--- config.mk ---
export PLATFORM = sky130hd
export DESIGN_NAME = fetch_stage
export DESIGN_NICKNAME = d
export VERILOG_FILES = /design/src/source/mips_pkg.sv /design/src/source/fetch_stage.sv
export VERILOG_INCLUDE_DIRS = /design/src /design/src/source
export SDC_FILE = /design/constraint.sdc
export NUM_CORES = 1
export LEC_CHECK = 0
export ABC_AREA = 1
export BUFFER_PORTS_ARGS = -buffer_cell sky130_fd_sc_hd__clkbuf_2
export CAP_MARGIN = 20
export CELL_PAD_IN_SITES_DETAIL_PLACEMENT = 0
export CELL_PAD_IN_SITES_GLOBAL_PLACEMENT = 1
export CORE_MARGIN = 2
export CORE_UTILIZATION = 44
export CTS_CLUSTER_DIAMETER = 150
export DETAILED_ROUTE_END_ITERATION = 16
export PLACE_DENSITY = 0.84
export SYNTH_ARGS = -nofsm -noshare
export SYNTH_HDL_FRONTEND = slang
export SYNTH_SLANG_ARGS = --single-unit
--- constraint.sdc ---
create_clock -name clock -period 6.65 [get_ports clock]
set_clock_uncertainty 0.1 [all_clocks]
set_input_delay 0.665 -clock clock [delete_from_list [all_inputs] [get_ports clock]]
set_output_delay 0.665 -clock clock [all_outputs]
set_load 0.1 [all_outputs]
--- src/source/mips_defines.svh ---
`ifndef MIPS_DEFINES_SVH
`define MIPS_DEFINES_SVH

// Data path and address width
`define MIPS_XLEN 32

// Architectural registers
`define MIPS_REG_COUNT 32

// Instruction memory depth in words
`define MIPS_IMEM_WORDS 256

// Byte address of word 0
`define MIPS_START_ADDR 32'h8002_0000

// Loaded word count needs one bit more than the index
`define MIPS_COUNT_BITS ($clog2(`MIPS_IMEM_WORDS) + 1)

`endif

--- src/source/mips_pkg.sv ---
`include "mips_defines.svh"

package mips_pkg;

	typedef logic [`MIPS_XLEN-1:0] word_t;
	typedef logic [$clog2(`MIPS_REG_COUNT)-1:0] reg_index_t;
	typedef logic [$clog2(`MIPS_IMEM_WORDS)-1:0] imem_index_t;

	// Primary opcodes that are executed
	typedef enum logic [5:0] {
		OP_RTYPE = 6'b000000,
		OP_ADDI  = 6'b001000,
		OP_ADDIU = 6'b001001,
		OP_SLTI  = 6'b001010,
		OP_SLTIU = 6'b001011,
		OP_ORI   = 6'b001101,
		OP_XORI  = 6'b001110,
		OP_LUI   = 6'b001111
	} opcode_e;

	typedef enum logic [5:0] {
		F_SLL  = 6'b000000,
		F_SRL  = 6'b000010,
		F_SRA  = 6'b000011,
		F_SLLV = 6'b000100,
		F_SRLV = 6'b000110,
		F_SRAV = 6'b000111,
		F_ADD  = 6'b100000,
		F_ADDU = 6'b100001,
		F_SUB  = 6'b100010,
		F_SUBU = 6'b100011,
		F_AND  = 6'b100100,
		F_OR   = 6'b100101,
		F_XOR  = 6'b100110,
		F_NOR  = 6'b100111,
		F_SLT  = 6'b101010,
		F_SLTU = 6'b101011
	} funct_e;

	typedef enum logic [3:0] {
		ALU_NONE,
		ALU_ADD,
		ALU_SUB,
		ALU_AND,
		ALU_OR,
		ALU_XOR,
		ALU_NOR,
		ALU_SLT,
		ALU_SLTU,
		ALU_SLL,
		ALU_SRL,
		ALU_SRA,
		ALU_LUI
	} alu_op_e;

	typedef enum logic {
		FETCH_IDLE,
		FETCH_ISSUE
	} fetch_state_e;

	// Word arriving from memory
	typedef struct packed {
		logic valid;
		logic last;
		word_t pc;
	} fetch_t;

	typedef struct packed {
		logic valid;
		logic last;
		word_t pc;
		alu_op_e alu_op;
		word_t operand_a;
		word_t operand_b;
		logic [4:0] shamt;
		reg_index_t dest;
		logic write;
	} decode_t;

	typedef struct packed {
		word_t pc;
		reg_index_t dest;
		logic write;
		word_t value;
	} exec_result_t;

endpackage

--- src/source/fetch_stage.sv ---
`timescale 1ns/100ps
`include "mips_defines.svh"

module fetch_stage (
	input  logic clock,
	input  logic reset,
	input  logic run,
	input  logic stall,
	input  logic [`MIPS_COUNT_BITS-1:0] loaded_words,
	output logic read_enable,
	output mips_pkg::imem_index_t read_index,
	output mips_pkg::fetch_t fetched
);

	mips_pkg::fetch_state_e state;
	mips_pkg::word_t pc;
	mips_pkg::word_t pc_offset;
	logic last_word;

	// Byte offset from the start address to word index
	assign pc_offset = pc - `MIPS_START_ADDR;
	assign read_index = pc_offset[$bits(mips_pkg::imem_index_t)+1:2];
	assign read_enable = (state == mips_pkg::FETCH_ISSUE) && !stall;
	assign last_word = {1'b0, read_index} == loaded_words - 1'b1;

	always_ff @(posedge clock) begin
		if (reset) begin
			state <= mips_pkg::FETCH_IDLE;
			pc <= `MIPS_START_ADDR;
			fetched.valid <= 1'b0;
		end else if (state == mips_pkg::FETCH_IDLE) begin
			if (run && loaded_words != '0) begin
				state <= mips_pkg::FETCH_ISSUE;
				pc <= `MIPS_START_ADDR;
			end
			if (!stall)
				fetched.valid <= 1'b0; // bubble into decode
		end else if (!stall) begin
			fetched <= '{valid: 1'b1, last: last_word, pc: pc};
			pc <= pc + 32'd4;
			if (last_word)
				state <= mips_pkg::FETCH_IDLE;
		end
	end

endmodule

==> run summary <==
outcome: complete, no violations
GPL Wtd Cong: 0.8732
largest net degree at the start of global routing: 28
Synthesis Warnings: 0
worst-case clock buffer depth: 2
synth top area cells: edfxtp_1, dfxtp_1, nand2_1, nor2_1, inv_1
Tot Pwr: 0.7667 mW
GRT Total Usage: 0.2076
CTS Buf Count: 9
worst min-delay path startpoint: fetched[33]
r2r setup slk: 4.40 ns
Port Buffer Count: 53
global route overflow: 0
pwr/cell area: 202.8 mW/mm^2
Slew headroom: 0.6382
final WL: 8024 um
static leakage: 1.450 nW
Die Wd: 91.59 um
highest clock rate: 343.1 MHz
worst-path cell chain: inv_2 -> or2_1 -> inv_2 -> clkbuf_2
Hold Path Sink: fetched[33]
RSZ-0062 raised after global routing: no
Die Ht: 91.59 um
vias: 2911
reg-to-reg endpoint: pc[20]
Routed WL per cell: 13.72 um
Residual DRC: 0
WHS Path Cells: 2
Crit path top cell by count: inv_2
Top-Level Pins: 56
Synth Area per Inst: 7.743 um^2
Least-Margin Pin Slew: 0.5450 ns
Synth Instances: 436
Final Hold Vio Count: 0
kind of critical path: flop to output pin
Die ar.: 0.008389 mm^2
worst-path fanout max: 13
area grow syn2layout: 12.01%
Post-DP Area: 0.003627 mm^2
remaining antenna violation count after routing: 0
CTS root buf: clkbuf_8
Yosys reg bits: 63
post-layout min period: 2.914 ns
post-synth top area share: 0.2758
worst-case reg-to-reg path depth: 6
CP Capture Type: output pin
# hold bufs at CTS: 0
register area share after synthesis: 0.4655
antenna violations before repair: 0
Synth area leader: edfxtp_1
slowest CP cell: dfxtp_1
# H-tree levels: 3
Worst Path Arrival: 2.15 ns
FF-to-FF Start: state
crit-path max cell delay: 0.57 ns
Core Box Area: 0.007331 mm^2
post-CTS sizing: 0
CTS tree: built
dpl hpwl: 5852 um
final setup fails: 0
Max VDD drop: 96.92 uV
# rows: 31
Reg clk slew, reported paths: 0.07 ns
setup TNS: 0 ns
post-layout util: 0.5158
layout cells sized above 1: 0.1955
Max-Cap Viols: 0
Post-Layout Inst Area: 0.003781 mm^2
Hold WC Path Type: flop to flop
Initial DRC Count: 187
worst path required time: 5.88 ns
vias in the first global route: 2710
Initial Util: 0.4605
Synth cell types: 40
final net count: 498
Setup Buffers After CTS: 0
TritonRoute pass-1 iters: 4
Final Max Tran Viols: 0
later-pin clock latency in the skew report: 0.34 ns
n_diodes: 0
first-pass GRT wire length: 13540 um
Sink Count: 63
Final Cycle Share: 0.4383
vias per cell: 4.976
CP Launch Type: flop
post-synthesis cell area: 0.003376 mm^2
## flip-flops by register name, summed over array words and instances (netlist names)
name     count
pc          30
state        1
fetched     32
## power breakdown
group          switching (mW)  internal, mW
Combinational          0.0663        0.0144
Sequential            0.00400         0.410
Clock                   0.143         0.130
Total                   0.213         0.554
## cell families (layout without fill, tap and decap cells)
kind of cell	count (synthesis)	after routing	synth area share
AO/OA/AOI/OAI	42	42	0.07117
XOR/XNOR	4	4	0.01038
adder cells (fa/ha/maj)	3	3	0.01112
buffers and inverters	66	115	0.09562
flip-flops	63	63	0.4655
other	1	2	0.001111
AND/OR/NAND/NOR	257	257	0.3451
## area by class of cell
cell class,count,area [um^2]
Clock buffer,10,127.6
Clock inverter,5,26.28
Sequential cell,63,1572
Timing Repair Buffer,54,272.8
Fill cell,753,3550
Tap cell,99,123.9
Multi-Input combinational cell,308,1485
Inverter,46,173.9
## worst max-delay path by stage
stage | startpoint | to | cells past startpoint
2_1_floorplan | stall | pc[20] | 5
3_3_place_gp | stall | read_enable | 4
3_5_place_dp | stall | read_enable | 4
4_1_cts | state | read_enable | 4
5_1_grt | state | read_enable | 4
6_report | state | read_enable | 4
## Yosys cell counts (all sizes together)
| library cell | count |
|---|---|
| a211oi | 1 |
| a21oi | 23 |
| a31oi | 1 |
| and2 | 1 |
| and3 | 1 |
| buf | 18 |
| clkbuf | 2 |
| clkinv | 1 |
| conb | 1 |
| dfxtp | 32 |
| edfxtp | 31 |
| ha | 3 |
| inv | 45 |
| nand2 | 133 |
| nand3 | 31 |
| nand3b | 2 |
| nand4 | 13 |
| nor2 | 69 |
| nor3 | 5 |
| o211ai | 3 |
| o21a | 1 |
| o21ai | 9 |
| o21bai | 1 |
| o22ai | 1 |
| o31ai | 2 |
| or2 | 2 |
| xnor2 | 3 |
| xor2 | 1 |
## cell usage in the layout (no fill, tap or decap), types with 2 or more instances in the layout
master	count
dfxtp_1	32
o21ai_1	3
clkinv_2	4
nand2_2	8
nand2_1	123
nand3_1	29
conb_1	2
xnor2_1	3
nor2_1	61
inv_1	42
nand3_2	2
nand3b_1	2
nand4_1	13
o31ai_1	2
clkbuf_2	53
ha_1	3
nor2_4	7
clkbuf_8	9
o21ai_0	4
nand2_4	2
inv_2	3
o21ai_2	2
nor3_1	4
edfxtp_1	31
o211ai_1	3
a21oi_1	23
## critical path: cells and delay by family (launching register included)
kind / cells / cell delay (ns)
buf+inv: 3 / 0.86
flops: 1 / 0.57
simple gates: 1 / 0.37
## per-layer routing
metal	wire, um	track usage	vias up
met3	478	0.03154	5
met1	3885	0.3004	1334
met5	0	0	-
li1	-	-	1492
met4	63	0.07197	0
met2	3597	0.3150	80
## through the flow
step | worst slack, ns | hold WS [ns] | cells
6_report | 3.736 | 0.3618 | 585
5_1_grt | 3.619 | 0.4088 | 585
4_1_cts | 3.732 | 0.3671 | 585
3_5_place_dp | 3.946 | 0.3551 | 570
3_3_place_gp | 3.970 | 0.3531 | 570
2_1_floorplan | 4.263 | 0.3260 | 437
Note: power is estimated with default switching activity, not from simulation.
