<file path="src/source/mips_defines.svh">
`ifndef MIPS_DEFINES_SVH
`define MIPS_DEFINES_SVH

// Data path and address width
`define MIPS_XLEN 32

// Architectural registers
`define MIPS_REG_COUNT 32

// Instruction memory depth in words
`define MIPS_IMEM_WORDS 256

// Byte address of word 0
`define MIPS_START_ADDR 32'h8002_0000

// Loaded word count needs one bit more than the index
`define MIPS_COUNT_BITS ($clog2(`MIPS_IMEM_WORDS) + 1)

`endif

</file>
<file path="src/source/mips_pkg.sv">
`include "mips_defines.svh"

package mips_pkg;

	typedef logic [`MIPS_XLEN-1:0] word_t;
	typedef logic [$clog2(`MIPS_REG_COUNT)-1:0] reg_index_t;
	typedef logic [$clog2(`MIPS_IMEM_WORDS)-1:0] imem_index_t;

	// Primary opcodes that are executed
	typedef enum logic [5:0] {
		OP_RTYPE = 6'b000000,
		OP_ADDI  = 6'b001000,
		OP_ADDIU = 6'b001001,
		OP_SLTI  = 6'b001010,
		OP_SLTIU = 6'b001011,
		OP_ORI   = 6'b001101,
		OP_XORI  = 6'b001110,
		OP_LUI   = 6'b001111
	} opcode_e;

	typedef enum logic [5:0] {
		F_SLL  = 6'b000000,
		F_SRL  = 6'b000010,
		F_SRA  = 6'b000011,
		F_SLLV = 6'b000100,
		F_SRLV = 6'b000110,
		F_SRAV = 6'b000111,
		F_ADD  = 6'b100000,
		F_ADDU = 6'b100001,
		F_SUB  = 6'b100010,
		F_SUBU = 6'b100011,
		F_AND  = 6'b100100,
		F_OR   = 6'b100101,
		F_XOR  = 6'b100110,
		F_NOR  = 6'b100111,
		F_SLT  = 6'b101010,
		F_SLTU = 6'b101011
	} funct_e;

	typedef enum logic [3:0] {
		ALU_NONE,
		ALU_ADD,
		ALU_SUB,
		ALU_AND,
		ALU_OR,
		ALU_XOR,
		ALU_NOR,
		ALU_SLT,
		ALU_SLTU,
		ALU_SLL,
		ALU_SRL,
		ALU_SRA,
		ALU_LUI
	} alu_op_e;

	typedef enum logic {
		FETCH_IDLE,
		FETCH_ISSUE
	} fetch_state_e;

	// Word arriving from memory
	typedef struct packed {
		logic valid;
		logic last;
		word_t pc;
	} fetch_t;

	typedef struct packed {
		logic valid;
		logic last;
		word_t pc;
		alu_op_e alu_op;
		word_t operand_a;
		word_t operand_b;
		logic [4:0] shamt;
		reg_index_t dest;
		logic write;
	} decode_t;

	typedef struct packed {
		word_t pc;
		reg_index_t dest;
		logic write;
		word_t value;
	} exec_result_t;

endpackage

</file>
<file path="src/source/register_file.sv">
`timescale 1ns/100ps
`include "mips_defines.svh"

module register_file (
	input  logic clock,
	input  logic reset,
	input  mips_pkg::reg_index_t rs_index,
	input  mips_pkg::reg_index_t rt_index,
	input  logic wb_write,
	input  mips_pkg::reg_index_t wb_dest,
	input  mips_pkg::word_t wb_value,
	output mips_pkg::word_t rs_value,
	output mips_pkg::word_t rt_value
);

	mips_pkg::word_t regs [`MIPS_REG_COUNT];

	always_ff @(posedge clock) begin
		if (reset) begin
			for (int i = 0; i < `MIPS_REG_COUNT; i++)
				regs[i] <= '0;
		end else if (wb_write && wb_dest != '0) begin
			regs[wb_dest] <= wb_value;
		end
	end

	// $zero always reads back zero
	assign rs_value = (rs_index == '0) ? '0 : regs[rs_index];
	assign rt_value = (rt_index == '0) ? '0 : regs[rt_index];

endmodule

</file>
<file path="config.mk">
export PLATFORM = sky130hd
export DESIGN_NAME = register_file
export DESIGN_NICKNAME = d
export VERILOG_FILES = /design/src/source/mips_pkg.sv /design/src/source/register_file.sv
export VERILOG_INCLUDE_DIRS = /design/src /design/src/source
export SDC_FILE = /design/constraint.sdc
export NUM_CORES = 2
export LEC_CHECK = 0
export BUFFER_PORTS_ARGS = -buffer_cell sky130_fd_sc_hd__buf_2
export CAP_MARGIN = 20
export CORE_UTILIZATION = 57
export CTS_CLUSTER_SIZE = 25
export DETAILED_ROUTE_END_ITERATION = 16
export GPL_TIMING_DRIVEN = 0
export HOLD_SLACK_MARGIN = 0.08
export PLACE_DENSITY_LB_ADDON = 0.2
export SETUP_SLACK_MARGIN = 0.05
export SKIP_LAST_GASP = 1
export SLEW_MARGIN = 20
export SYNTH_ARGS = -nofsm -noshare
export SYNTH_HDL_FRONTEND = slang
export SYNTH_SLANG_ARGS = --single-unit
export TNS_END_PERCENT = 5
</file>
<file path="constraint.sdc">
create_clock -name clock -period 3 [get_ports clock]
set_input_delay 0.75 -clock clock [delete_from_list [all_inputs] [get_ports clock]]
set_output_delay 0.75 -clock clock [all_outputs]
set_load 0.005 [all_outputs]
</file>
==> flow_summary_export.csv <==
group,metric,value,unit
outcome,status,"finished, violations left",
outcome,violations,"negative setup slack",
yosys,yosys.area.top_type,"edfxtp_1",
yosys,synthTopCellsByArea,"edfxtp_1, mux4_2, and2_1, mux2i_1, clkbuf_1",
place,place_ws,-1.94,ns
setup_path,critPathArrivalTime,2.98,ns
yosys,avgSynthCellArea,15.5,sq um
power,p_per_area,560,nW/um^2
final_layout,register_area,30700,sq um
setup_path,crit_path_end_kind,"output pin",
final_layout,num-fill-cells,6075,
yosys,yosysSeqAreaShare,0.567,
setup_path,crit_buf_inv,6,
place,gp_congestion,0.976,
setup_path,critPathMaxFanout,10,
global_routing,grt_max_degree,33,
timing,worst_pin_slew,1.24,ns
detailed_routing,firstDrtPassIters,7,
power,vdd_ir_drop_max,0.486,mV
setup_path,required,2.25,ns
final_layout,postLayoutCellArea,64700,sq um
place,dp.final_hpwl,139000,um
detailed_routing,drt_first_iter_violations,7406,
timing,finalCriticalPeriod,3.73,ns
yosys,synth.distinct_cells,42,
detailed_routing,wirelength,210000,um
clocking,clock-root-buffer,"clkbuf_16",
global_routing,gr-total-overflow,0,
timing,finalSetupViolCount,346,
clocking,cts_made_buffers,108,
clocking,cts.clk_slew.worst_paths,0.06,ns
setup_path,crit_type,"in -> out",
timing,relSlewSlack,0.174,
yosys,synth_area,54300,sq um
floorplanning,io-pin-count,114,
timing,grt_setup_unrepaired,"true",
setup_path,cp_top_family,"buffers and inverters",
power,p_leak,0.0226,uW
final_layout,nets,3914,
clocking,cts_tree,"built",
floorplanning,die_x,311,um
yosys,synthCells,3502,
clocking,cts.sink_count,1024,
final_layout,regMostFlops,"regs",
final_layout,drive_above_1_share,0.324,
yosys,yosys_warnings,0,
hold_path,hold_path_class,"in -> reg",
yosys,synth_top_area_share,0.567,
detailed_routing,wire_per_inst,40.3,um
clocking,htree_levels,3,
hold_path,min_path_cells,2,
global_routing,antenna_found_initial,9,
yosys,synth_ff_type,"edfxtp_1",
clocking,cts_buffer_depth,3,
timing,drv_slew,0,
timing,period_share,1.24,
timing,maxClockFrequency,268,MHz
setup_path,crit_cells,10,
flow_run,cap_violations,0,
floorplanning,die_y,311,um
floorplanning,fp-row-count,112,
yosys,ys_ff_latch,1024,
place,port_buffers,107,
detailed_routing,drc_errors,0,
timing,final_hold_viol_count,0,
final_layout,multi_input_area,23500,sq um
floorplanning,coreArea,93700,sq um
floorplanning,initial_core_util,0.579,
clocking,cts_hold_buf,0,
yosys,synth-edff-count,1024,
global_routing,grt_first_pass_wirelength,284000,um
floorplanning,die_area,96400,sq um
setup_path,cpMaxStageDelayCell,"a2111oi_4",
detailed_routing,final_antenna_net_count,0,
setup_path,crit_chain,"buf_6, buf_12, buf_12, nand3b_1, buf_4, buf_6, o22ai_4, a2111oi_4, nor3_4, buf_2",
setup_path,worst_setup_path_start_kind,"input pin",
detailed_routing,num_vias,38163,
final_layout,syn2layout_area_growth,19.3,%
final_layout,largest_register_ffs,1024,
global_routing,grt_use_total,0.431,
setup_path,slowest_delay,0.62,ns
final_layout,top_regs,"regs x1024",
place,place_area,57300,sq um
global_routing,grt_pass1_vias,36712,
yosys,async_reset_ff_frac,0,
detailed_routing,vias_per_cell,7.32,
timing,fin_ws,-0.733,ns
[synthesized netlist by cell type, drive strengths merged, types with 5 or more instances]
cell and count:
or2 33, nor3 54, nand2 7, nand3 5, nand2b 5, a211oi 7
nor2 36, mux2 30, mux2i 150, nor4 6, a22oi 16, a2111oi 55
clkbuf 271, a22o 51, and2 995, mux4 472, edfxtp 1024, nor2b 14
o22ai 103, buf 116, nand3b 5, a21oi 12
[worst paths after layout]
path / slack (ns) / from / to
setup / recovery: -0.73 / rt_index[2] / rt_value[29]
hold / removal: 0.37 / wb_value[24] / regs[5][24]
[area by class of cell]
cell class | instances | share of cell area
timing repair buffer | 228 | 0.0323
clock inverter | 75 | 0.0116
sequential | 1024 | 0.475
tap | 1254 | 0.0242
buffer | 380 | 0.0508
multi-input combinational | 2120 | 0.363
antenna | 7 | 0.000271
inverter | 2 | 0.000116
clock buffer | 125 | 0.0431
[cell families after synthesis]
| logic type | count (synthesis) | share of synthesized area |
|---|---|---|
| multiplexers | 652 | 0.230 |
| AND/OR/NAND/NOR | 1177 | 0.133 |
| AO/OA/AOI/OAI | 259 | 0.0365 |
| flip-flops | 1024 | 0.567 |
| other | 1 | 0.0000691 |
| buffers and inverters | 389 | 0.0335 |
[layout by cell type, fill, tap and decap left out, types with 40 or more instances in the layout]
| cell type | Yosys | final |
|---|---|---|
| mux4_2 | 472 | 472 |
| clkbuf_1 | 271 | 213 |
| and2_1 | 995 | 993 |
| edfxtp_1 | 1024 | 1024 |
| clkbuf_16 | 0 | 122 |
| mux2i_1 | 150 | 144 |
| a2111oi_4 | 0 | 41 |
| buf_12 | 0 | 54 |
| buf_4 | 38 | 83 |
| a22o_1 | 51 | 40 |
| o22ai_1 | 103 | 60 |
| buf_2 | 46 | 112 |
[layer usage]
| layer | wire length [um] | GRT usage | part of all wire |
|---|---|---|---|
| met2 | 89400 | 0.606 | 0.42 |
| met5 | 12 | 0 | 0.000057 |
| met1 | 69200 | 0.557 | 0.33 |
| met3 | 34600 | 0.165 | 0.16 |
| met4 | 17100 | 0.288 | 0.081 |
[where the power goes]
group          internal [uW]  switching [uW]
logic                   2280            3090
registers              16500             443
clock network           7920            5950
total                  26700            9490
[metrics by stage]
| stage | util | power, uW | TNS (ns) | hold slack (ns) | std cells |
|---|---|---|---|---|---|
| final | 0.691 | 36200 | -92.34 | 0.370 | 5215 |
| after global routing | 0.690 | 36600 | -62.64 | 0.400 | 5208 |
| after CTS | 0.678 | 35500 | -68.30 | 0.383 | 5154 |
| after detailed placement | 0.611 | 21700 | -718.47 | 1.10 | 4900 |
| after global placement | 0.609 | 21600 | -757.20 | 1.09 | 4894 |
| after floorplan | - | 19700 | 0 | 0.948 | 3533 |
[what timing repair did]
item | in CTS | in global routing
endpoints found under the setup margin | 360 | 301
gates resized for setup | 414 | 126
setup buffers | 53 | 46
cloned | 8 | 8
pin swaps | 57 | 21
Power figures use the tool's default switching activity.
