[src/source/mips_defines.svh]
`ifndef MIPS_DEFINES_SVH
`define MIPS_DEFINES_SVH

// Data path and address width
`define MIPS_XLEN 32

// Architectural registers
`define MIPS_REG_COUNT 32

// Instruction memory depth in words
`define MIPS_IMEM_WORDS 256

// Byte address of word 0
`define MIPS_START_ADDR 32'h8002_0000

// Loaded word count needs one bit more than the index
`define MIPS_COUNT_BITS ($clog2(`MIPS_IMEM_WORDS) + 1)

`endif

[src/source/mips_pkg.sv]
`include "mips_defines.svh"

package mips_pkg;

	typedef logic [`MIPS_XLEN-1:0] word_t;
	typedef logic [$clog2(`MIPS_REG_COUNT)-1:0] reg_index_t;
	typedef logic [$clog2(`MIPS_IMEM_WORDS)-1:0] imem_index_t;

	// Primary opcodes that are executed
	typedef enum logic [5:0] {
		OP_RTYPE = 6'b000000,
		OP_ADDI  = 6'b001000,
		OP_ADDIU = 6'b001001,
		OP_SLTI  = 6'b001010,
		OP_SLTIU = 6'b001011,
		OP_ORI   = 6'b001101,
		OP_XORI  = 6'b001110,
		OP_LUI   = 6'b001111
	} opcode_e;

	typedef enum logic [5:0] {
		F_SLL  = 6'b000000,
		F_SRL  = 6'b000010,
		F_SRA  = 6'b000011,
		F_SLLV = 6'b000100,
		F_SRLV = 6'b000110,
		F_SRAV = 6'b000111,
		F_ADD  = 6'b100000,
		F_ADDU = 6'b100001,
		F_SUB  = 6'b100010,
		F_SUBU = 6'b100011,
		F_AND  = 6'b100100,
		F_OR   = 6'b100101,
		F_XOR  = 6'b100110,
		F_NOR  = 6'b100111,
		F_SLT  = 6'b101010,
		F_SLTU = 6'b101011
	} funct_e;

	typedef enum logic [3:0] {
		ALU_NONE,
		ALU_ADD,
		ALU_SUB,
		ALU_AND,
		ALU_OR,
		ALU_XOR,
		ALU_NOR,
		ALU_SLT,
		ALU_SLTU,
		ALU_SLL,
		ALU_SRL,
		ALU_SRA,
		ALU_LUI
	} alu_op_e;

	typedef enum logic {
		FETCH_IDLE,
		FETCH_ISSUE
	} fetch_state_e;

	// Word arriving from memory
	typedef struct packed {
		logic valid;
		logic last;
		word_t pc;
	} fetch_t;

	typedef struct packed {
		logic valid;
		logic last;
		word_t pc;
		alu_op_e alu_op;
		word_t operand_a;
		word_t operand_b;
		logic [4:0] shamt;
		reg_index_t dest;
		logic write;
	} decode_t;

	typedef struct packed {
		word_t pc;
		reg_index_t dest;
		logic write;
		word_t value;
	} exec_result_t;

endpackage

[src/source/decode_stage.sv]
`timescale 1ns/100ps

module decode_stage (
	input  logic clock,
	input  logic reset,
	input  logic stall,
	input  mips_pkg::fetch_t fetched,
	input  mips_pkg::word_t insn,
	input  mips_pkg::word_t rs_value,
	input  mips_pkg::word_t rt_value,
	output mips_pkg::reg_index_t rs_index,
	output mips_pkg::reg_index_t rt_index,
	output mips_pkg::decode_t decoded
);

	mips_pkg::opcode_e opcode;
	mips_pkg::funct_e funct;
	mips_pkg::reg_index_t rd_index;
	logic [4:0] shamt_field;
	logic [15:0] imm_field;
	mips_pkg::word_t imm_ext;
	mips_pkg::alu_op_e alu_op;
	logic is_rtype;
	logic var_shift;
	logic zero_ext;
	mips_pkg::decode_t decode_next;

	// Instruction fields
	assign opcode = mips_pkg::opcode_e'(insn[31:26]);
	assign rs_index = insn[25:21];
	assign rt_index = insn[20:16];
	assign rd_index = insn[15:11];
	assign shamt_field = insn[10:6];
	assign funct = mips_pkg::funct_e'(insn[5:0]);
	assign imm_field = insn[15:0];

	assign is_rtype = opcode == mips_pkg::OP_RTYPE;
	assign zero_ext = (opcode == mips_pkg::OP_ORI) || (opcode == mips_pkg::OP_XORI);
	assign imm_ext = zero_ext ? {16'h0000, imm_field} : {{16{imm_field[15]}}, imm_field};

	always_comb begin
		alu_op = mips_pkg::ALU_NONE;
		var_shift = 1'b0;
		case (opcode)
			mips_pkg::OP_RTYPE: begin
				case (funct)
					mips_pkg::F_ADD, mips_pkg::F_ADDU: alu_op = mips_pkg::ALU_ADD; // no trap
					mips_pkg::F_SUB, mips_pkg::F_SUBU: alu_op = mips_pkg::ALU_SUB;
					mips_pkg::F_AND: alu_op = mips_pkg::ALU_AND;
					mips_pkg::F_OR: alu_op = mips_pkg::ALU_OR;
					mips_pkg::F_XOR: alu_op = mips_pkg::ALU_XOR;
					mips_pkg::F_NOR: alu_op = mips_pkg::ALU_NOR;
					mips_pkg::F_SLT: alu_op = mips_pkg::ALU_SLT;
					mips_pkg::F_SLTU: alu_op = mips_pkg::ALU_SLTU;
					mips_pkg::F_SLL: alu_op = mips_pkg::ALU_SLL;
					mips_pkg::F_SRL: alu_op = mips_pkg::ALU_SRL;
					mips_pkg::F_SRA: alu_op = mips_pkg::ALU_SRA;
					mips_pkg::F_SLLV: begin
						alu_op = mips_pkg::ALU_SLL;
						var_shift = 1'b1;
					end
					mips_pkg::F_SRLV: begin
						alu_op = mips_pkg::ALU_SRL;
						var_shift = 1'b1;
					end
					mips_pkg::F_SRAV: begin
						alu_op = mips_pkg::ALU_SRA;
						var_shift = 1'b1;
					end
					default: alu_op = mips_pkg::ALU_NONE;
				endcase
			end
			mips_pkg::OP_ADDI, mips_pkg::OP_ADDIU: alu_op = mips_pkg::ALU_ADD;
			mips_pkg::OP_SLTI: alu_op = mips_pkg::ALU_SLT;
			mips_pkg::OP_SLTIU: alu_op = mips_pkg::ALU_SLTU; // unsigned compare on sign-extended imm
			mips_pkg::OP_ORI: alu_op = mips_pkg::ALU_OR;
			mips_pkg::OP_XORI: alu_op = mips_pkg::ALU_XOR;
			mips_pkg::OP_LUI: alu_op = mips_pkg::ALU_LUI;
			default: alu_op = mips_pkg::ALU_NONE; // dropped ops retire as no-op
		endcase
	end

	always_comb begin
		decode_next.valid = fetched.valid;
		decode_next.last = fetched.last;
		decode_next.pc = fetched.pc;
		decode_next.alu_op = alu_op;
		decode_next.operand_a = rs_value;
		decode_next.operand_b = is_rtype ? rt_value : imm_ext;
		// Variable shifts take the amount from rs
		decode_next.shamt = var_shift ? rs_value[4:0] : shamt_field;
		decode_next.dest = is_rtype ? rd_index : rt_index;
		decode_next.write = (alu_op != mips_pkg::ALU_NONE) && (decode_next.dest != '0);
	end

	always_ff @(posedge clock) begin
		if (reset) begin
			decoded.valid <= 1'b0;
		end else if (!stall) begin
			decoded <= decode_next;
		end
	end

endmodule

[config.mk]
export PLATFORM = sky130hd
export DESIGN_NAME = decode_stage
export DESIGN_NICKNAME = d
export VERILOG_FILES = /design/src/source/mips_pkg.sv /design/src/source/decode_stage.sv
export VERILOG_INCLUDE_DIRS = /design/src /design/src/source
export SDC_FILE = /design/constraint.sdc
export NUM_CORES = 1
export LEC_CHECK = 0
export BUFFER_PORTS_ARGS = -buffer_cell sky130_fd_sc_hd__buf_2
export CAP_MARGIN = 20
export CORE_MARGIN = 1
export CORE_UTILIZATION = 40
export CTS_BUF_LIST = sky130_fd_sc_hd__clkbuf_2 sky130_fd_sc_hd__clkbuf_4 sky130_fd_sc_hd__clkbuf_8
export DETAILED_ROUTE_END_ITERATION = 12
export GPL_TIMING_DRIVEN = 0
export PLACE_DENSITY = 0.86
export SYNTH_ARGS = -nofsm -noshare
export SYNTH_HDL_FRONTEND = slang
export SYNTH_SLANG_ARGS = --single-unit
[constraint.sdc]
create_clock -name clock -period 5.4 [get_ports clock]
set_clock_uncertainty 0.15 [all_clocks]
set_input_delay 0.27 -clock clock [delete_from_list [all_inputs] [get_ports clock]]
set_output_delay 0.27 -clock clock [all_outputs]
set_load 0.05 [all_outputs]
==> flow_summary.yaml, run 1 <==
critical_path:
  start_kind: "input pin"
  worstSetupEndpointType: "register"
  crit_top_cell: "buf_2"
  crit_path_max_incr_delay_ns: 0.59
  critPathMaxFanout: 10
  worst_path_max_delay_cell: "dlygate4sd3_1"
  crit_type: "in2reg"
  path_cells: "buf_2, nor2_1, and3_1, clkbuf_1, buf_2, buf_2, nand2_1, nand2_1, dlygate4sd3_1"
  cp.required_ns: 5.53
  cp.arrival_ns: 2.21
global_routing:
  antenna_found_initial: 0
  grtUsageTotal_pct: 28.0
  grt_start_max_net_pins: 37
  grt_pass1_wl_um: 22600
  grt_pass1_vias: 4133
  grt_overflow: 0
placement:
  gp_congestion: 0.841
  portBuffers: 249
  dp_hpwl_um: 9110
  pre_cts_ws_ns: 3.26
timing:
  setup_slack_ns: 3.32
  finalHoldWorstSlack_ns: 0.0283
  fmax_ghz: 0.480
  period_minus_slack_ns: 2.08
  worst_pin_slew_ns: 0.587
  finalCritPeriodShare_pct: 38.6
  hold_viol: 0
  setup_tns_ns: 0
  setup_violations: 0
  rsz0062_at_grt: "false"
  final_max_slew_viol_count: 0
  slew_headroom_pct: 60.8
floorplanning:
  die_x_um: 106
  start_util_pct: 41.5
  die_area_um2: 11200
  ioPinCount: 256
  die_height_um: 106
  core_area_um2: 10400
  rows: 37
layout:
  area_growth_pct: 72.6
  largest_register_ffs: 113
  reg_top3: "decoded: 113 flops"
  largest_register: "decoded"
  fin_nets: 800
  final_layout_size_suffix_gt1_share_pct: 45.4
  n_antenna_cell: 0
  fill_cells: 654
logic_synthesis:
  netlist_instances: 278
  synth_compound_area_share_pct: 7.35
  yosys.area_share.simple_pct: 8.89
  synth_top_family_by_area: "simple AND/OR/NAND/NOR gates"
  synth_xor_area_share_pct: 0.203
  avgSynthCellArea_um2: 15.5
  synth-seq-cells: 113
  synth.distinct_cells: 33
  synthMuxAreaShare_pct: 1.80
  syn_area_um2: 4310
  seq_area_frac_synth_pct: 78.5
  synthesis.nets: 411
  yosysWarningCount: 0
  synth_fa_ha_area_share_pct: 0
clock_tree:
  clk_pin_slew_ns: 0.07
  cts.sinks: 113
  clk-insertion-delay-late_ns: 0.42
  cts_buffers: 17
  clockBufferDepth: 2
  cts_resized: 0
  cts_max_level: 4
  cts_tree: "yes"
  root_buffer: "clkbuf_8"
detailed_routing:
  first_iter_violations: 342
  ant_nets: 0
  avgRoutedWirePerCell_um: 19.3
  drcViolationCount: 0
  routed_wl_um: 15800
  viasPerCell: 4.97
  dr.pass1.iters: 5
  num_vias: 4052
job:
  cap_violations: 0
power:
  p_leak_nw: 3.29
  power_density_nw_per_um2: 330
  ir_drop_v: 0.000178
outcome:
  status: "completed"
hold_path:
  hold_class: "in2reg"
-- what timing repair did --
action	in CTS	in global routing
hold buffers	118	0
endpoints found under the setup margin	0	0
hold endpoints to repair	106	0
buffers inserted	0	0
-- area by class of cell --
class                   instances  area [um^2]  area share (%)
well taps                     136          170            2.29
repair buffers                370         2490            33.5
plain buffers                  23          131            1.77
clock inverters                 9          153            2.05
clock buffers                  23          310            4.17
flip-flops and latches        113         3380            45.5
multi-input cells             140          793            10.7
inverters                       2         7.51           0.101
-- path summary, 6_finish.rpt --
check | end | depth (start not counted) | slack [ns] | start
hold reg to reg | decoded[112]$_SDFFE_PP0N_ | 3 | 1.06 | decoded[112]$_SDFFE_PP0N_
setup / recovery | decoded[25]$_DFFE_PP_ | 9 | 3.32 | insn[31]
setup reg to reg | decoded[112]$_SDFFE_PP0N_ | 3 | 3.97 | decoded[112]$_SDFFE_PP0N_
hold / removal | decoded[7]$_DFFE_PP_ | 2 | 0.03 | insn[7]
-- where the power goes --
group	switching, mW	internal, mW	leakage (nW)
clock	0.351	0.570	0.239
combinational	0.326	0.156	1.99
sequential	0.0218	1.03	1.05
total	0.698	1.76	3.29
-- worst max-delay path: cells and delay by family --
kind / cells / cell delay (ns)
buffers and inverters: 5 / 1.41
AND/OR/NAND/NOR: 4 / 0.52
-- cells in the final DEF (no fill, tap or decap), types with 2 or more instances in the layout --
cell type	instances
nand3_1	2
clkinv_4	2
clkinv_2	3
o21ai_0	10
a32o_1	2
buf_2	252
nor2_1	6
a21oi_1	6
nand2_1	62
clkbuf_8	22
bufinv_16	4
buf_4	11
mux2_2	6
dlygate4sd3_1	118
buf_12	3
or4_1	2
edfxtp_1	112
nor2b_1	2
a21o_1	17
inv_1	2
and3_1	3
clkbuf_1	9
a31oi_1	2
nand2b_1	5
-- cell usage after synthesis --
library cell	count	area, um^2
a2111oi_0	1	8.76
a2111oi_4	1	27.5
a21o_1	17	128
a21oi_1	6	30.0
a31oi_1	2	12.5
a31oi_2	1	12.5
a32o_1	2	20.0
a32oi_1	1	8.76
and2_1	1	6.26
and3_1	3	18.8
buf_2	3	15.0
buf_4	11	82.6
clkbuf_1	9	33.8
dfxtp_1	1	20.0
edfxtp_1	112	3360
inv_1	2	7.51
mux2_2	6	67.6
mux2i_1	1	10.0
nand2_1	62	233
nand2b_1	5	31.3
nand3_1	2	10.0
nand3_2	1	10.0
nand3b_1	1	7.51
nor2_1	7	26.3
nor2_2	1	6.26
nor2b_1	2	12.5
o211ai_1	1	7.51
o21ai_0	10	50.1
o21ai_1	1	5.00
o22ai_1	1	6.26
or3_1	1	6.26
or4_1	2	15.0
xor2_1	1	8.76
-- stage by stage --
step	power, mW	instances	util, %	area [um^2]
6_report	2.46	816	71.7	7440
3_5_place_dp	1.47	666	55.9	5790
5_1_grt	2.52	816	71.7	7440
2_1_floorplan	1.34	278	-	4310
4_1_cts	2.42	816	71.7	7440
3_3_place_gp	1.45	663	55.2	5730
-- routing by layer --
layer | track usage (%) | routed length, um | vias up
met5 | 0 | 0 | -
met4 | 15.3 | 596 | 0
met3 | 8.72 | 1330 | 52
met2 | 50.5 | 8450 | 293
met1 | 28.8 | 5380 | 1911
li1 | - | - | 1796
-- logic make-up after synthesis --
family | count (synthesis)
flip-flops | 113
multiplexers | 7
XOR/XNOR | 1
AO/OA/AOI/OAI | 44
AND/OR/NAND/NOR | 88
buffers and inverters | 25
No activity file was read; power rests on OpenSTA's default activity.
==> inputs of run 2 (changes only) <==
--- a/config.mk
+++ b/config.mk
@@ -9,11 +9,11 @@
 export BUFFER_PORTS_ARGS = -buffer_cell sky130_fd_sc_hd__buf_2
 export CAP_MARGIN = 20
 export CORE_MARGIN = 1
-export CORE_UTILIZATION = 40
+export CORE_UTILIZATION = 45
 export CTS_BUF_LIST = sky130_fd_sc_hd__clkbuf_2 sky130_fd_sc_hd__clkbuf_4 sky130_fd_sc_hd__clkbuf_8
 export DETAILED_ROUTE_END_ITERATION = 12
 export GPL_TIMING_DRIVEN = 0
-export PLACE_DENSITY = 0.86
+export PLACE_DENSITY = 0.91
 export SYNTH_ARGS = -nofsm -noshare
 export SYNTH_HDL_FRONTEND = slang
 export SYNTH_SLANG_ARGS = --single-unit
==> constraint.sdc (replaced) <==
create_clock -name clock -period 2.2 [get_ports clock]
set_clock_uncertainty 0.15 [all_clocks]
set_input_delay 0.11 -clock clock [delete_from_list [all_inputs] [get_ports clock]]
set_output_delay 0.11 -clock clock [all_outputs]
set_load 0.05 [all_outputs]
==> run 2 against run 1 <==
  * Global-route usage rose by 8.5 points
  * First-iteration DRC count rose by 12%
  * Non-clock buffer count rose by 10
  * Hold slack improved by 0.0024 ns
==> flow_summary.yaml, run 2 (synthesis results as in run 1) <==
outcome:
  status: "completed"
detailed_routing:
  routed_wl_um: 18700
  num_vias: 4422
  avgRoutedWirePerCell_um: 22.7
  dr.pass1.iters: 5
  viasPerCell: 5.35
  first_iter_violations: 383
  ant_nets: 0
  drcViolationCount: 0
critical_path:
  crit_path_start: "insn[26]"
  cp.arrival_ns: 2.11
  r2r_end: "decoded[112]$_SDFFE_PP0N_"
  reg2reg_setup_slack_ns: 0.82
  endpoint: "decoded[22]$_DFFE_PP_"
  cp.required_ns: 2.35
  crit_type: "in2reg"
  critPathMaxFanout: 10
  worstSetupEndpointType: "register"
  start_kind: "input pin"
  r2r-start: "decoded[112]$_SDFFE_PP0N_"
  reg2regPathDepth: 3
timing:
  setup_tns_ns: 0
  worst_pin_slew_ns: 0.620
  period_minus_slack_ns: 1.97
  slew_headroom_pct: 58.7
  hold_viol: 0
  setup_slack_ns: 0.233
  final_max_slew_viol_count: 0
  setup_violations: 0
  fmax_ghz: 0.508
  rsz0062_at_grt: "false"
  finalCritPeriodShare_pct: 89.4
placement:
  dp_hpwl_um: 9100
  gp_congestion: 0.892
  portBuffers: 249
  placed_cells: 659
  pre_cts_ws_ns: 0.179
clock_tree:
  cts_max_level: 4
  cts_buffers: 17
  clk-insertion-delay-late_ns: 0.45
  postCtsSetupBuffers: 0
  clk_pin_slew_ns: 0.09
  root_buffer: "clkbuf_8"
  cts_tree: "yes"
  clockBufferDepth: 2
  cts_resized: 0
  cts.sinks: 113
floorplanning:
  die_height_um: 99.8
  rows: 35
  core_area_um2: 9240
  die_x_um: 99.8
  die_area_um2: 9970
  start_util_pct: 46.6
  ioPinCount: 256
layout:
  area_growth_pct: 75.3
  reg_top3: "decoded: 113 flops"
  fill_cells: 477
  stdcell_count: 826
  final_layout_size_suffix_gt1_share_pct: 44.8
  final_common_cell: "buf_2"
  seqCellArea_um2: 3380
  largest_register: "decoded"
  largest_register_ffs: 113
  final_cell_mix: "252 x buf_2, 128 x dlygate4sd3_1, 112 x edfxtp_1"
  fin_nets: 810
  multi_input_area_um2: 793
  finish.utilization_pct: 81.7
power:
  ir_drop_v: 0.000562
  power_density_nw_per_um2: 828
  p_leak_nw: 3.32
hold_path:
  hold_class: "in2reg"
global_routing:
  grt_pass1_vias: 4302
  grt_start_max_net_pins: 39
  grtUsageTotal_pct: 36.5
  grt_pass1_wl_um: 25700
  grt_overflow: 0
  antenna_found_initial: 7
job:
  cap_violations: 0
-- run 2: cell type report --
class	instances	share of cell area, %
Clock inverter	14	3.00
Tap cell	129	2.14
Inverter	2	0.0994
Antenna cell	7	0.232
Clock buffer	18	3.20
Buffer	23	1.74
Timing Repair Buffer	380	34.3
Sequential cell	113	44.8
Multi-Input combinational cell	140	10.5
-- run 2: timing repair --
action | in CTS | in global routing
hold buffers | 128 | 0
setup endpoints to repair | 0 | 0
hold endpoints to repair | 118 | 0
-- run 2: power breakdown --
part	leakage, nW	internal, mW	switching [mW]
sequential	1.05	2.53	0.0632
combinational	2.04	0.395	0.832
clock	0.228	1.38	1.05
total	3.32	4.31	1.94
-- run 2: metal layers --
metal | part of all wire, % | GRT usage [%] | wire length, um
met1 | 33 | 38.5 | 6240
met2 | 51 | 62.8 | 9470
met3 | 11 | 11.7 | 1980
met4 | 5.6 | 24.0 | 1050
met5 | 0 | 0 | 0
-- run 2: worst min-delay path by stage --
stage | start | to | slack [ns] | cells after the start
2_1_floorplan | reset | decoded[112]$_SDFFE_PP0N_ | 0.03 | 1
3_3_place_gp | fetched[13] | decoded[92]$_DFFE_PP_ | 0.14 | 1
3_5_place_dp | fetched[4] | decoded[83]$_DFFE_PP_ | 0.14 | 1
4_1_cts | insn[27] | decoded[77]$_DFFE_PP_ | 0.004 | 4
5_1_grt | insn[27] | decoded[77]$_DFFE_PP_ | 0.03 | 4
6_report | insn[27] | decoded[77]$_DFFE_PP_ | 0.03 | 4
-- run 2: through the flow --
step	power, mW	hold slack [ns]	instance area, um^2
after floorplan	3.28	0.0324	4320
after global placement	3.56	0.136	5720
after detailed placement	3.60	0.138	5780
after CTS	6.06	0.00415	7530
after global routing	6.38	0.0277	7550
final	6.25	0.0307	7550
-- run 2: critical path, stage by stage --
cell and delay, ns:
buf_2 0.14, nor2_2 0.16, and3_1 0.18, clkbuf_1 0.22, buf_2 0.29, buf_2 0.26, nand2_1 0.11, nand2_1 0.06
dlygate4sd3_1 0.59
